$ cat config.mk
export PLATFORM = sky130hd
export DESIGN_NAME = pack_fifo_top
export DESIGN_NICKNAME = d
export VERILOG_FILES = /design/src/common/mem_geom_pkg.sv /design/src/common/fifo_pkg.sv /design/src/asym_ram/asym_ram_2p.sv /design/src/asym_ram/lane_bank_ram.sv /design/src/rtl/fifo_level.sv /design/src/rtl/fifo_rd_side.sv /design/src/rtl/fifo_wr_side.sv /design/src/rtl/pack_fifo_top.sv
export SDC_FILE = /design/constraint.sdc
export NUM_CORES = 1
export LEC_CHECK = 0
export CAP_MARGIN = 25
export CORE_MARGIN = 2
export CORE_UTILIZATION = 48
export CTS_BUF_LIST = sky130_fd_sc_hd__clkbuf_4 sky130_fd_sc_hd__clkbuf_8
export DETAILED_ROUTE_END_ITERATION = 16
export DONT_BUFFER_PORTS = 1
export MAX_ROUTING_LAYER = met4
export PLACE_DENSITY = 0.73
export SLEW_MARGIN = 40
export SYNTH_ARGS = -nofsm -noshare
export SYNTH_HDL_FRONTEND = slang
export SYNTH_SLANG_ARGS = --single-unit
$ cat constraint.sdc
create_clock -name r_clk_i -period 4.1 [get_ports r_clk_i]
set_input_delay 1.025 -clock r_clk_i [delete_from_list [all_inputs] [get_ports r_clk_i]]
set_output_delay 1.025 -clock r_clk_i [all_outputs]
set_load 0.005 [all_outputs]
$ cat src/common/mem_geom_pkg.sv
`default_nettype none

package mem_geom_pkg;

   // sample and word widths
   localparam int NARROW_W = 8;
   localparam int WIDE_W   = 32;

   // samples per word, also the number of byte lanes in the RAM
   localparam int LANES = WIDE_W / NARROW_W;

   // one pushed sample
   typedef logic [NARROW_W-1:0] narrow_t;

   // one popped word, first sample in bits 7:0
   typedef logic [WIDE_W-1:0] wide_t;

endpackage

`default_nettype wire

$ cat src/common/fifo_pkg.sv
`default_nettype none

package fifo_pkg;

   import mem_geom_pkg::*;

   // fill status seen by both sides of the FIFO
   typedef struct packed {
      logic full;    // level equals the depth in samples
      logic empty;   // no complete word stored
   } fifo_status_t;

   // write request into the RAM
   // address goes on its own port, its width follows ADDR_W
   typedef struct packed {
      logic    en;
      narrow_t data;
   } ram_wr_t;

endpackage

`default_nettype wire

$ cat src/asym_ram/asym_ram_2p.sv
`timescale 1ns/1ps
`default_nettype none

module asym_ram_2p
   import fifo_pkg::*;
#(
   parameter int W_DATA_W = 8,
   parameter int R_DATA_W = 32,
   parameter int ADDR_W   = 6,
   // address width of the narrow side is ADDR_W, the wide side loses the lane bits
   localparam int MAXDATA_W = (W_DATA_W > R_DATA_W) ? W_DATA_W : R_DATA_W,
   localparam int MINDATA_W = (W_DATA_W < R_DATA_W) ? W_DATA_W : R_DATA_W,
   localparam int MINADDR_W = ADDR_W - $clog2(MAXDATA_W / MINDATA_W),
   localparam int W_ADDR_W  = (W_DATA_W == MAXDATA_W) ? MINADDR_W : ADDR_W,
   localparam int R_ADDR_W  = (R_DATA_W == MAXDATA_W) ? MINADDR_W : ADDR_W
) (
   input  wire logic                r_clk_i,

   // write port
   input  wire ram_wr_t             wr_i,
   input  wire logic [W_ADDR_W-1:0] w_addr_i,

   // read port
   input  wire logic                r_en_i,
   input  wire logic [R_ADDR_W-1:0] r_addr_i,
   output logic      [R_DATA_W-1:0] r_data_o
);

   // number of symmetric banks
   localparam int N = MAXDATA_W / MINDATA_W;

   // write struct carries one sample, a wider write port sees it zero-extended
   logic [W_DATA_W-1:0]  w_data;

   // bank buses
   logic [N-1:0]         en_wr;
   logic [MINDATA_W-1:0] data_wr [N];
   logic [MINADDR_W-1:0] addr_wr [N];
   logic [MINDATA_W-1:0] data_rd [N];
   logic [MINADDR_W-1:0] addr_rd;

   assign w_data = W_DATA_W'(wr_i.data);

   for (genvar i = 0; i < N; i++) begin : g_bank
      lane_bank_ram #(
         .DATA_W(MINDATA_W),
         .ADDR_W(MINADDR_W)
      ) u_bank (
         .r_clk_i  (r_clk_i),
         .w_en_i   (en_wr[i]),
         .w_addr_i (addr_wr[i]),
         .w_data_i (data_wr[i]),
         .r_en_i   (r_en_i),
         .r_addr_i (addr_rd),
         .r_data_o (data_rd[i])
      );
   end

   if (W_DATA_W > R_DATA_W) begin : g_wr_wide
      localparam int SEL_W = R_ADDR_W - W_ADDR_W;

      logic [SEL_W-1:0] r_sel_q;

      // every bank takes its own slice of the wide word
      always_comb begin
         for (int j = 0; j < N; j++) begin
            en_wr[j]   = wr_i.en;
            data_wr[j] = w_data[j*MINDATA_W +: MINDATA_W];
            addr_wr[j] = w_addr_i;
         end
      end

      assign addr_rd = r_addr_i[R_ADDR_W-1 -: W_ADDR_W];

      // lane select has to line up with the registered bank output
      always_ff @(posedge r_clk_i) begin
         if (r_en_i) begin
            r_sel_q <= r_addr_i[SEL_W-1:0];
         end
      end

      assign r_data_o = data_rd[r_sel_q];

   end else if (W_DATA_W < R_DATA_W) begin : g_rd_wide
      localparam int SEL_W = W_ADDR_W - R_ADDR_W;

      // low address bits pick the lane, upper bits the row
      always_comb begin
         for (int j = 0; j < N; j++) begin
            en_wr[j]   = wr_i.en && (w_addr_i[SEL_W-1:0] == SEL_W'(j));
            data_wr[j] = w_data;
            addr_wr[j] = w_addr_i[W_ADDR_W-1 -: R_ADDR_W];
         end
      end

      assign addr_rd = r_addr_i;

      // lane k lands at bits k*MINDATA_W upward
      always_comb begin
         for (int k = 0; k < N; k++) begin
            r_data_o[k*MINDATA_W +: MINDATA_W] = data_rd[k];
         end
      end

   end else begin : g_equal
      // single bank, straight through
      assign en_wr[0]   = wr_i.en;
      assign data_wr[0] = w_data;
      assign addr_wr[0] = w_addr_i;
      assign addr_rd    = r_addr_i;
      assign r_data_o   = data_rd[0];
   end

endmodule

`default_nettype wire

$ cat src/asym_ram/lane_bank_ram.sv
`timescale 1ns/1ps
`default_nettype none

module lane_bank_ram #(
   parameter int DATA_W = 8,
   parameter int ADDR_W = 4
) (
   input  wire logic              r_clk_i,

   // write port
   input  wire logic              w_en_i,
   input  wire logic [ADDR_W-1:0] w_addr_i,
   input  wire logic [DATA_W-1:0] w_data_i,

   // read port
   input  wire logic              r_en_i,
   input  wire logic [ADDR_W-1:0] r_addr_i,
   output logic      [DATA_W-1:0] r_data_o
);

   logic [DATA_W-1:0] mem [2**ADDR_W];

   always_ff @(posedge r_clk_i) begin
      if (w_en_i) begin
         mem[w_addr_i] <= w_data_i;
      end
   end

   // output only updates on a read, holds otherwise
   always_ff @(posedge r_clk_i) begin
      if (r_en_i) begin
         r_data_o <= mem[r_addr_i];
      end
   end

endmodule

`default_nettype wire

$ cat src/rtl/fifo_level.sv
`timescale 1ns/1ps
`default_nettype none

module fifo_level
   import mem_geom_pkg::*, fifo_pkg::*;
#(
   parameter int ADDR_W = 6
) (
   input  wire logic          r_clk_i,
   input  wire logic          reset_i,

   input  wire logic          push_go_i,
   input  wire logic          pop_go_i,

   output fifo_status_t       status_o,
   output logic [ADDR_W:0]    level_o
);

   // depth in samples
   localparam int DEPTH = 2**ADDR_W;

   logic [ADDR_W:0] lvl_q;
   logic [ADDR_W:0] lvl_d;
   fifo_status_t    status_q;

   // +1 per sample in, -LANES per word out
   always_comb begin
      lvl_d = lvl_q + (ADDR_W+1)'(push_go_i);
      if (pop_go_i) begin
         lvl_d = lvl_d - (ADDR_W+1)'(LANES);
      end
   end

   // flags come from the next count so they are exact right after the edge
   always_ff @(posedge r_clk_i) begin
      if (reset_i) begin
         lvl_q          <= '0;
         status_q.full  <= 1'b0;
         status_q.empty <= 1'b1;
      end else begin
         lvl_q          <= lvl_d;
         status_q.full  <= (lvl_d == (ADDR_W+1)'(DEPTH));
         status_q.empty <= (lvl_d < (ADDR_W+1)'(LANES));
      end
   end

   assign status_o = status_q;
   assign level_o  = lvl_q;

endmodule

`default_nettype wire

$ cat src/rtl/fifo_rd_side.sv
`timescale 1ns/1ps
`default_nettype none

module fifo_rd_side
   import mem_geom_pkg::*, fifo_pkg::*;
#(
   parameter int ADDR_W = 6,
   localparam int RPTR_W = ADDR_W - $clog2(LANES)
) (
   input  wire logic              r_clk_i,
   input  wire logic              reset_i,

   input  wire logic              pop_i,
   input  wire fifo_status_t      status_i,

   output logic                   r_en_o,
   output logic      [RPTR_W-1:0] r_addr_o,
   output logic                   pop_go_o,
   output logic                   pop_valid_o
);

   logic              pop_ok;
   logic [RPTR_W-1:0] r_ptr_q;
   logic              pop_valid_q;

   // only whole words can leave, empty already covers a partial word
   assign pop_ok = pop_i && !status_i.empty;

   // word pointer
   always_ff @(posedge r_clk_i) begin
      if (reset_i) begin
         r_ptr_q <= '0;
      end else if (pop_ok) begin
         r_ptr_q <= r_ptr_q + 1'b1;
      end
   end

   // bank output is registered, so data shows up one cycle after the accept
   always_ff @(posedge r_clk_i) begin
      if (reset_i) begin
         pop_valid_q <= 1'b0;
      end else begin
         pop_valid_q <= pop_ok;
      end
   end

   assign r_en_o      = pop_ok;
   assign r_addr_o    = r_ptr_q;
   assign pop_go_o    = pop_ok;
   assign pop_valid_o = pop_valid_q;

endmodule

`default_nettype wire

$ cat src/rtl/fifo_wr_side.sv
`timescale 1ns/1ps
`default_nettype none

module fifo_wr_side
   import mem_geom_pkg::*, fifo_pkg::*;
#(
   parameter int ADDR_W = 6
) (
   input  wire logic              r_clk_i,
   input  wire logic              reset_i,

   input  wire logic              push_i,
   input  wire narrow_t           push_data_i,
   input  wire fifo_status_t      status_i,

   output ram_wr_t                wr_o,
   output logic      [ADDR_W-1:0] w_addr_o,
   output logic                   push_go_o
);

   logic              push_ok;
   logic [ADDR_W-1:0] w_ptr_q;

   // a push into a full FIFO is dropped
   assign push_ok = push_i && !status_i.full;

   // sample pointer, wraps at the end of the RAM
   always_ff @(posedge r_clk_i) begin
      if (reset_i) begin
         w_ptr_q <= '0;
      end else if (push_ok) begin
         w_ptr_q <= w_ptr_q + 1'b1;
      end
   end

   // write happens on the same edge that accepts the push
   assign wr_o.en   = push_ok;
   assign wr_o.data = push_data_i;
   assign w_addr_o  = w_ptr_q;
   assign push_go_o = push_ok;

endmodule

`default_nettype wire

$ cat src/rtl/pack_fifo_top.sv
`timescale 1ns/1ps
`default_nettype none

module pack_fifo_top
   import mem_geom_pkg::*, fifo_pkg::*;
#(
   parameter int ADDR_W = 6
) (
   input  wire logic          r_clk_i,
   input  wire logic          reset_i,

   input  wire logic          push_i,
   input  wire narrow_t       push_data_i,
   input  wire logic          pop_i,

   output wide_t              pop_data_o,
   output logic               pop_valid_o,
   output fifo_status_t       status_o,
   output logic [ADDR_W:0]    level_o
);

   // word address width on the read side
   localparam int RPTR_W = ADDR_W - $clog2(LANES);

   fifo_status_t      status;
   ram_wr_t           wr;
   logic [ADDR_W-1:0] w_addr;
   logic              push_go;
   logic              r_en;
   logic [RPTR_W-1:0] r_addr;
   logic              pop_go;

   fifo_wr_side #(
      .ADDR_W(ADDR_W)
   ) u_wr_side (
      .r_clk_i     (r_clk_i),
      .reset_i     (reset_i),
      .push_i      (push_i),
      .push_data_i (push_data_i),
      .status_i    (status),
      .wr_o        (wr),
      .w_addr_o    (w_addr),
      .push_go_o   (push_go)
   );

   // narrow write, wide read
   asym_ram_2p #(
      .W_DATA_W(NARROW_W),
      .R_DATA_W(WIDE_W),
      .ADDR_W  (ADDR_W)
   ) u_ram (
      .r_clk_i  (r_clk_i),
      .wr_i     (wr),
      .w_addr_i (w_addr),
      .r_en_i   (r_en),
      .r_addr_i (r_addr),
      .r_data_o (pop_data_o)
   );

   fifo_level #(
      .ADDR_W(ADDR_W)
   ) u_level (
      .r_clk_i   (r_clk_i),
      .reset_i   (reset_i),
      .push_go_i (push_go),
      .pop_go_i  (pop_go),
      .status_o  (status),
      .level_o   (level_o)
   );

   fifo_rd_side #(
      .ADDR_W(ADDR_W)
   ) u_rd_side (
      .r_clk_i     (r_clk_i),
      .reset_i     (reset_i),
      .pop_i       (pop_i),
      .status_i    (status),
      .r_en_o      (r_en),
      .r_addr_o    (r_addr),
      .pop_go_o    (pop_go),
      .pop_valid_o (pop_valid_o)
   );

   assign status_o = status;

endmodule

`default_nettype wire

==> results by group, run 1 <==
Worst setup path
  – Critical path peak fanout: 11
  – CP Launch Type: input pin
  – Req. time, crit path: 4.60 ns
  – Critical-path cell list: nor2b_1 > buf_4 > ha_1 > ha_1 > xor2_1 > inv_1 > ha_1 > nand4_1 > nor4_1 > a41o_1 > a31oi_1 > nor4b_1
  – WS Path Type: input pin to register
  – Delay of the slowest critical-path stage: 0.32 ns
  – CP max stage cell: xor2_1
  – Data arrival, critical path: 3.31 ns
  – Crit path top cell by count: ha_1
  – Critical Path End Type: register

Synth
  – Flop and latch count out of synthesis: 564
  – Cell variety after synth: 29
  – Number of enable flip-flop cells after synthesis: 544
  – Avg Cell Area, Syn: 22.7 um^2
  – Mapped Area: 21500 um^2
  – Post-synthesis async set-or-reset flop share: 0%
  – Synth Flop Type: edfxtp_1
  – Yosys warnings: 0
  – Syn Inst Count: 947
  – Syn Nets: 967
  – Register area share after synthesis: 77.7%

Timing
  – Max Slew Vio Count: 0
  – Final Setup Violations: 0
  – Max Freq: 355 MHz
  – Worst slew margin: 43.9%
  – Setup Skew: 0.0319 ns
  – Setup repair after global routing missed its margin: false
  – Final Cycle Share: 68.6%
  – Slew at the pin closest to its max-slew limit: 0.839 ns
  – Fin. Hold Viols: 0
  – Setup TNS: 0 ns
  – Crit path time final: 2.81 ns

Floorplanning
  – Initial core utilization: 48.7%
  – Placeable core area: 44200 um^2
  – Die Height: 216 um
  – Die width: 216 um
  – Die area: 46600 um^2
  – Io pins: 54
  – Row count: 77

Clock tree
  – TritonCTS Buffers: 87
  – CTS Root Cell: clkbuf_8
  – Number of hold buffers added after CTS: 0
  – Worst-path clk slew: 0.06 ns
  – Clock Tree Buf Depth: 3
  – CTS tree: built
  – Clk_lat worst skew: 0.62 ns
  – TritonCTS Sinks: 564
  – Total setup buffers inserted after CTS: 0
  – PostCTS Resize Cnt: 0
  – H-tree Lvls: 3

Layout
  – Layout area overhead: 11.0%
  – Final Core Density: 54.0%
  – Layout fillers: 3242
  – Final non-filler cell total: 1664
  – Number of diodes: 0
  – Nets: 1023
  – Share of cells above drive strength 1: 31.3%

Placement
  – Placed Cells: 1506
  – GP Congestion: 0.782
  – IO buf count: 0
  – Detailed Place HPWL: 24100 um

Global route
  – Gr usage total: 19.2%
  – Grt ovf: 0
  – Initial antenna violation count: 0
  – Largest net degree at the start of global routing: 68
  – First-pass GRT wire length: 63700 um
  – Vias in the first global route: 9983

Route
  – Via density per instance: 5.68
  – Router iterations before antenna repair: 5
  – Total Routed Length: 42600 um
  – Final ANT Viol Nets: 0
  – Routed wire per std cell: 25.6 um
  – Iter 0 DRT Violations: 1019
  – DRC viols: 0
  – Vias post-DR: 9449

Run
  – MaxCap Viol Count: 0

Power
  – Peak VDD IR: 0.204 mV
  – Pleak: 7.17 nW
  – Pwr dens: 508 nW/um^2

Outcome
  – Outcome: completed

Min path
  – Worst Hold Class: input pin to register
==> cell type report <==
type                       instances  area (um^2)  share of cell area (%)
timing repair buffer              16          170                   0.712
clock buffer                     112         1410                    5.90
tap                              592          741                    3.10
multi-input combinational        330         4550                    19.0
clock inverter                    46          264                    1.10
inverter                           4         15.0                  0.0628
sequential                       564        16700                    70.1
==> metal layers <==
layer  up-vias  part of all wire, %  track usage [%]
met3        49                  7.4             4.31
met1      4979                   40             24.9
met2       353                   51             31.2
met5         -                    0                -
li1       4068                    -                -
met4         0                  1.2             4.53
==> cells by family after synthesis <==
| logic type | after synthesis | share of synthesized area (%) |
|---|---|---|
| XOR/XNOR | 18 | 0.732 |
| buffers and inverters | 53 | 1.34 |
| adder cells (fa/ha/maj) | 8 | 0.465 |
| AO/OA/AOI/OAI | 9 | 0.291 |
| AND/OR/NAND/NOR | 135 | 2.70 |
| multiplexers | 160 | 16.7 |
| flip-flops | 564 | 77.7 |
==> cell usage in the layout, fill, tap and decap left out, types with 16 or more instances in the layout <==
master / instances
clkbuf_4: 21
clkbuf_8: 91
clkinv_1: 22
clkinv_2: 18
dfxtp_1: 16
edfxtp_1: 544
mux4_2: 160
nand2_1: 20
nor2_1: 66
nor2_2: 17
==> synthesized netlist by cell type, types with 2 or more instances <==
library cell / number / area [um^2]
buf_1: 12 / 45.0
xor2_1: 11 / 96.3
nor2_1: 83 / 312
xnor2_1: 7 / 61.3
inv_1: 4 / 15.0
mux4_2: 160 / 3600
edfxtp_1: 544 / 16300
buf_2: 6 / 30.0
nand3_1: 11 / 55.1
ha_1: 8 / 100
clkbuf_1: 20 / 75.1
nor3_1: 2 / 10.0
nand2_1: 20 / 75.1
dfxtp_1: 20 / 400
a21oi_1: 3 / 15.0
buf_6: 11 / 124
nor2b_1: 8 / 50.1
nand4_1: 6 / 37.5
==> sequential cells by signal, indices dropped and copies added, names as in the netlist <==
| name | flops |
|---|---|
| u_wr_side.w_addr_o | 6 |
| u_ram.g_bank.u_bank.r_data_o | 32 |
| u_rd_side.pop_valid_o | 1 |
| u_level.status_o | 2 |
| u_ram.g_bank.u_bank.mem | 512 |
| u_rd_side.r_addr_o | 4 |
| u_level.level_o | 7 |
==> stage by stage <==
step	area (um^2)	hold slack [ns]	power [mW]	worst slack, ns
floorplan	21500	0.561	7.56	0.772
global placement	22200	0.594	7.79	0.784
detailed placement	22200	0.606	7.80	0.645
CTS	23900	0.438	12.3	1.31
global route	23900	0.449	12.6	1.10
finish	23900	0.486	12.1	1.29
==> where the power goes <==
part	total, mW	internal, mW	switching, mW	leakage, nW
clock network	4.48	2.38	2.09	0.889
registers	6.58	6.45	0.132	5.07
logic	1.07	0.592	0.476	1.21
==> path summary, 6_finish.rpt <==
check / depth (start not counted) / from / to / slack [ns]
setup / recovery: 12 / push_i / u_level.status_o[1] / 1.29
hold / removal: 1 / reset_i / u_wr_side.w_addr_o[0] / 0.49
setup reg to reg: 12 / u_level.status_o[1] / u_level.status_o[1] / 1.38
hold reg to reg: 2 / u_level.level_o[0] / u_level.status_o[1] / 0.61
==> critical path, delay by kind of cell <==
| kind | cells | cell delay, ns |
|---|---|---|
| buffers and inverters | 2 | 0.28 |
| xor gates and xnor gates | 1 | 0.32 |
| adders and majority gates | 3 | 0.81 |
| and+or+nand+nor | 4 | 0.68 |
| AOI/OAI and AO/OA | 2 | 0.18 |
Power figures use the tool's default switching activity.
==> inputs of run 2 (changes only) <==
==> constraint.sdc (replaced) <==
create_clock -name r_clk_i -period 2.9 [get_ports r_clk_i]
set_input_delay 0.725 -clock r_clk_i [delete_from_list [all_inputs] [get_ports r_clk_i]]
set_output_delay 0.725 -clock r_clk_i [all_outputs]
set_load 0.005 [all_outputs]
==> results by group, run 2 (synthesis results as in run 1) <==
Global route
  – Gr usage total: 19.5%
  – Largest net degree at the start of global routing: 65
  – Grt ovf: 0
  – Vias in the first global route: 10213
  – Initial antenna violation count: 1
  – First-pass GRT wire length: 64900 um

Clock tree
  – PostCTS Resize Cnt: 0
  – CTS Root Cell: clkbuf_8
  – Number of hold buffers added after CTS: 0
  – TritonCTS Buffers: 87
  – H-tree Lvls: 3
  – Clk_lat worst skew: 0.64 ns
  – Clock Tree Buf Depth: 3
  – Total setup buffers inserted after CTS: 0
  – TritonCTS Sinks: 564
  – Worst-path clk slew: 0.07 ns
  – CTS tree: built

Worst setup path
  – Req. time, crit path: 3.40 ns
  – Critical path peak fanout: 4
  – Delay of the slowest critical-path stage: 0.34 ns
  – Crit path top cell by count: ha_1
  – CP max stage cell: ha_1
  – Critical-path cell list: nor2b_1 > ha_1 > ha_1 > xor2_1 > inv_1 > ha_1 > nand4_1 > nor4_1 > a41o_1 > a31oi_1 > o21bai_1
  – CP Launch Type: register
  – WS Path Type: register to register
  – Data arrival, critical path: 2.99 ns
  – Critical Path End Type: register

Timing
  – Max Slew Vio Count: 0
  – Setup Skew: 0.0305 ns
  – Worst slew margin: 55.8%
  – Setup repair after global routing missed its margin: false
  – Crit path time final: 2.50 ns
  – Max Freq: 400 MHz
  – Final Cycle Share: 86.1%
  – Fin. Hold Viols: 0
  – Slew at the pin closest to its max-slew limit: 0.662 ns
  – Final Setup Violations: 0

Route
  – DRC viols: 0
  – Iter 0 DRT Violations: 1186
  – Vias post-DR: 9822
  – Via density per instance: 5.65
  – Final ANT Viol Nets: 0
  – Total Routed Length: 42800 um
  – Router iterations before antenna repair: 5
  – Routed wire per std cell: 24.6 um

Layout
  – Register with the most flip-flops: u_ram.g_bank.u_bank.mem
  – Layout area overhead: 14.2%
  – Most common cell after layout, fill and taps aside: edfxtp_1
  – Commonest cells after routing, fill and taps aside: edfxtp_1 (544), mux4_2 (160), clkbuf_8 (94), nor2_1 (83), buf_4 (75)
  – Layout fillers: 3175
  – Max FFs per register: 512
  – Area taken by multi-input logic gates: 4510 um^2
  – Register area: 16700 um^2
  – Nets: 1093
  – Share of cells above drive strength 1: 34.1%
  – Final instance area: 24600 um^2

Power
  – Pleak: 7.63 nW
  – Pwr dens: 720 nW/um^2
  – Total power: 17.7 mW
  – Peak VDD IR: 0.332 mV

Placement
  – Dpl cell area: 22800 um^2
  – IO buf count: 0
  – Detailed Place HPWL: 24900 um
  – GP Congestion: 0.760

Floorplanning
  – Die Height: 216 um
  – Initial core utilization: 48.7%
  – Die width: 216 um
  – Io pins: 54
  – Placeable core area: 44200 um^2
  – Die area: 46600 um^2
  – Row count: 77

Min path
  – Worst Hold Class: input pin to register

Run
  – MaxCap Viol Count: 0

Outcome
  – Outcome: completed
==> run 2: changes by cell type in the layout (fill, tap and decap cells not counted), sizes merged <==
cell / previous run / this run
buf: 16 / 86
bufinv: 2 / 6
clkbuf: 112 / 108
clkinv: 40 / 44
diode: 0 / 1
==> run 2: routing by layer <==
metal | routed length [um] | vias up | global-route usage [%]
li1 | - | 4211 | -
met1 | 17000 | 5151 | 25.5
met2 | 21700 | 399 | 30.8
met3 | 3220 | 61 | 4.33
met4 | 793 | 0 | 6.02
met5 | 0 | - | -
==> run 2: final cells by class <==
class                      count  area share (%)
sequential                   564            68.1
tap                          592            3.01
multi-input combinational    330            18.3
antenna                        1          0.0102
clock inverter                54            1.63
clock buffer                 108            5.69
inverter                       4          0.0611
timing repair buffer          86            3.18
==> run 2: per-stage QoR <==
step / setup WS, ns / setup TNS, ns / hold WS, ns / instances / utilization, %
after floorplan: 0.0207 / 0 / 0.561 / 947 / -
after global placement: 0.0382 / 0 / 0.598 / 1576 / 51.5
after detailed placement: -0.0130 / -0.0130 / 0.593 / 1576 / 51.5
after CTS: 0.398 / 0 / 0.109 / 1738 / 55.6
after global routing: 0.185 / 0 / 0.126 / 1739 / 55.6
final: 0.403 / 0 / 0.159 / 1739 / 55.6
==> run 2: report_power, final <==
part | internal, mW | total [mW] | switching (mW)
Combinational | 0.928 | 1.69 | 0.765
Clock | 3.73 | 6.76 | 3.04
Sequential | 9.12 | 9.24 | 0.120
==> run 2: critical path: cells and delay by family (launching register included) <==
kind / cells / cell delay, ns
adders and majority gates: 3 / 0.82
buffers and inverters: 1 / 0.08
DFF: 1 / 0.32
AOI/OAI and AO/OA: 3 / 0.54
xor gates and xnor gates: 1 / 0.32
and+or+nand+nor: 3 / 0.31
==> run 2: worst paths after layout <==
kind	depth (start not counted)	endpoint	startpoint	slack (ns)
worst max-delay path	11	u_level.status_o[0]	u_level.status_o[1]	0.40
worst min-delay path	1	u_wr_side.w_addr_o[5]	reset_i	0.16
worst max register to register	11	u_level.status_o[0]	u_level.status_o[1]	0.40
worst min register to register	3	u_wr_side.w_addr_o[5]	u_wr_side.w_addr_o[1]	0.60
==> inputs of run 3 (changes only) <==
--- a/config.mk
+++ b/config.mk
@@ -12,7 +12,7 @@
 export DETAILED_ROUTE_END_ITERATION = 16
 export DONT_BUFFER_PORTS = 1
 export MAX_ROUTING_LAYER = met4
-export PLACE_DENSITY = 0.73
+export PLACE_DENSITY = 0.63
 export SLEW_MARGIN = 40
 export SYNTH_ARGS = -nofsm -noshare
 export SYNTH_HDL_FRONTEND = slang
==> results by group, run 3 (synthesis results as in run 1) <==
Outcome
  – Outcome: completed

Floorplanning
  – Row count: 77
  – Die Height: 216 um
  – Die width: 216 um
  – Io pins: 54
  – Placeable core area: 44200 um^2
  – Die area: 46600 um^2
  – Initial core utilization: 48.7%

Global route
  – Gr usage total: 19.8%
  – Vias in the first global route: 10079
  – Initial antenna violation count: 0
  – Largest net degree at the start of global routing: 68
  – First-pass GRT wire length: 65000 um
  – Grt ovf: 0

Min path
  – Worst Hold Class: input pin to register
  – Hold path cells: 1
  – Hold path endpoint: u_rd_side.r_addr_o[0]
  – HP Start: reset_i

Timing
  – Final WS setup: 0.487 ns
  – Setup TNS: 0 ns
  – Worst hold slack: 0.133 ns
  – Slew at the pin closest to its max-slew limit: 0.611 ns
  – Fin. Hold Viols: 0
  – Crit path time final: 2.41 ns
  – Setup Skew: 0.0284 ns
  – Worst slew margin: 59.3%
  – Setup repair after global routing missed its margin: false
  – Final Setup Violations: 0
  – Max Slew Vio Count: 0
  – Final Cycle Share: 83.2%
  – Max Freq: 414 MHz

Route
  – Iter 0 DRT Violations: 1047
  – Final ANT Viol Nets: 0
  – Router iterations before antenna repair: 5
  – Met2 wire len: 22000 um
  – WL met3: 2320 um
  – Vias post-DR: 9673
  – DRC viols: 0
  – Top routing layer in use: met4
  – Routed wire per std cell: 25.3 um
  – Via density per instance: 5.59
  – Metal-1 WL: 18600 um
  – Total Routed Length: 43800 um

Worst setup path
  – WS Path Type: register to register
  – R2R setup slack: 0.49 ns
  – Worst r2r src: u_level.status_o[1]
  – Worst r2r path cells: 11
  – Critical path peak fanout: 4
  – Crit. Startpoint: u_level.status_o[1]
  – Critical Path End Type: register
  – Data arrival, critical path: 2.95 ns
  – Worst r2r dst: u_level.status_o[1]
  – CP Launch Type: register
  – Req. time, crit path: 3.44 ns

Clock tree
  – Clock Tree Buf Depth: 3
  – Total setup buffers inserted after CTS: 0
  – TritonCTS Buffers: 91
  – Worst-path clk slew: 0.06 ns
  – Number of hold buffers added after CTS: 0
  – TritonCTS Sinks: 564
  – H-tree Lvls: 3
  – Clk_lat worst skew: 0.66 ns
  – CTS tree: built
  – PostCTS Resize Cnt: 0
  – CTS Root Cell: clkbuf_8

Layout
  – Layout area overhead: 13.4%
  – Most common cell after layout, fill and taps aside: edfxtp_1
  – Commonest cells after routing, fill and taps aside: edfxtp_1 (544), mux4_2 (160), clkbuf_8 (94), nor2_1 (83), buf_4 (73)
  – Nets: 1091
  – Final instance area: 24400 um^2
  – Register with the most flip-flops: u_ram.g_bank.u_bank.mem
  – Number of diodes: 0
  – Share of cells above drive strength 1: 34.0%
  – Max FFs per register: 512

Placement
  – IO buf count: 0
  – Pre-CTS setup slack: 0.0523 ns
  – GP Congestion: 0.767
  – Detailed Place HPWL: 24400 um
  – Dpl cell area: 22700 um^2

Run
  – MaxCap Viol Count: 0

Power
  – Pwr dens: 711 nW/um^2
  – Pleak: 7.56 nW
  – Peak VDD IR: 0.452 mV
[run 3: cell count changes in the layout (fill, tap and decap cells not counted), sizes merged]
| cell | delta |
|---|---|
| buf | -6 |
| bufinv | -5 |
| clkbuf | +18 |
| clkinv | -14 |
| clkinvlp | -2 |
| diode | -1 |
| inv | +2 |
[run 3: final cells by class]
cell class / instances / area, um^2
Clock buffer: 126 / 1530
Clock inverter: 35 / 188
Fill cell: 3322 / 19800
Inverter: 4 / 15.0
Multi-Input combinational cell: 330 / 4510
Sequential cell: 564 / 16700
Tap cell: 592 / 741
Timing Repair Buffer: 80 / 688
[run 3: per-layer routing]
layer	GRT usage [%]	vias to the layer above
met2	31.2	254
met4	6.34	0
met3	3.93	67
li1	-	4208
met1	26.3	5144
met5	-	-
[run 3: critical path, stage by stage (launching register included)]
cell     delay, ns
dfxtp_1       0.33
nor2b_1       0.15
ha_1          0.24
ha_1          0.25
xor2_1        0.11
inv_1         0.07
ha_1          0.18
nand2_1       0.11
nor4b_2       0.32
xnor2_1       0.17
nor2b_1       0.18
nor4b_1       0.22
[run 3: worst max-delay path by stage]
stage | end | slack [ns] | cells after the start
global route | u_level.status_o[1] | 0.22 | 11
detailed placement | u_level.status_o[1] | 0.05 | 11
floorplan | u_level.status_o[1] | 0.02 | 12
CTS | u_level.status_o[1] | 0.48 | 11
finish | u_level.status_o[1] | 0.49 | 11
global placement | u_level.status_o[1] | 0.15 | 11
[run 3: metrics by stage]
stage / utilization [%] / instances / total power, mW
after global placement: 51.3 / 1570 / 11.1
after floorplan: - / 947 / 10.7
after detailed placement: 51.3 / 1570 / 11.1
final: 55.2 / 1731 / 17.4
after global routing: 55.2 / 1731 / 18.0
after CTS: 55.2 / 1731 / 17.6
[run 3: report_power, final]
group          switching (mW)  internal, mW  leakage, nW  total [mW]
sequential              0.104          9.12         5.07        9.23
clock                    2.98          3.50        0.919        6.48
combinational           0.768         0.882         1.57        1.65
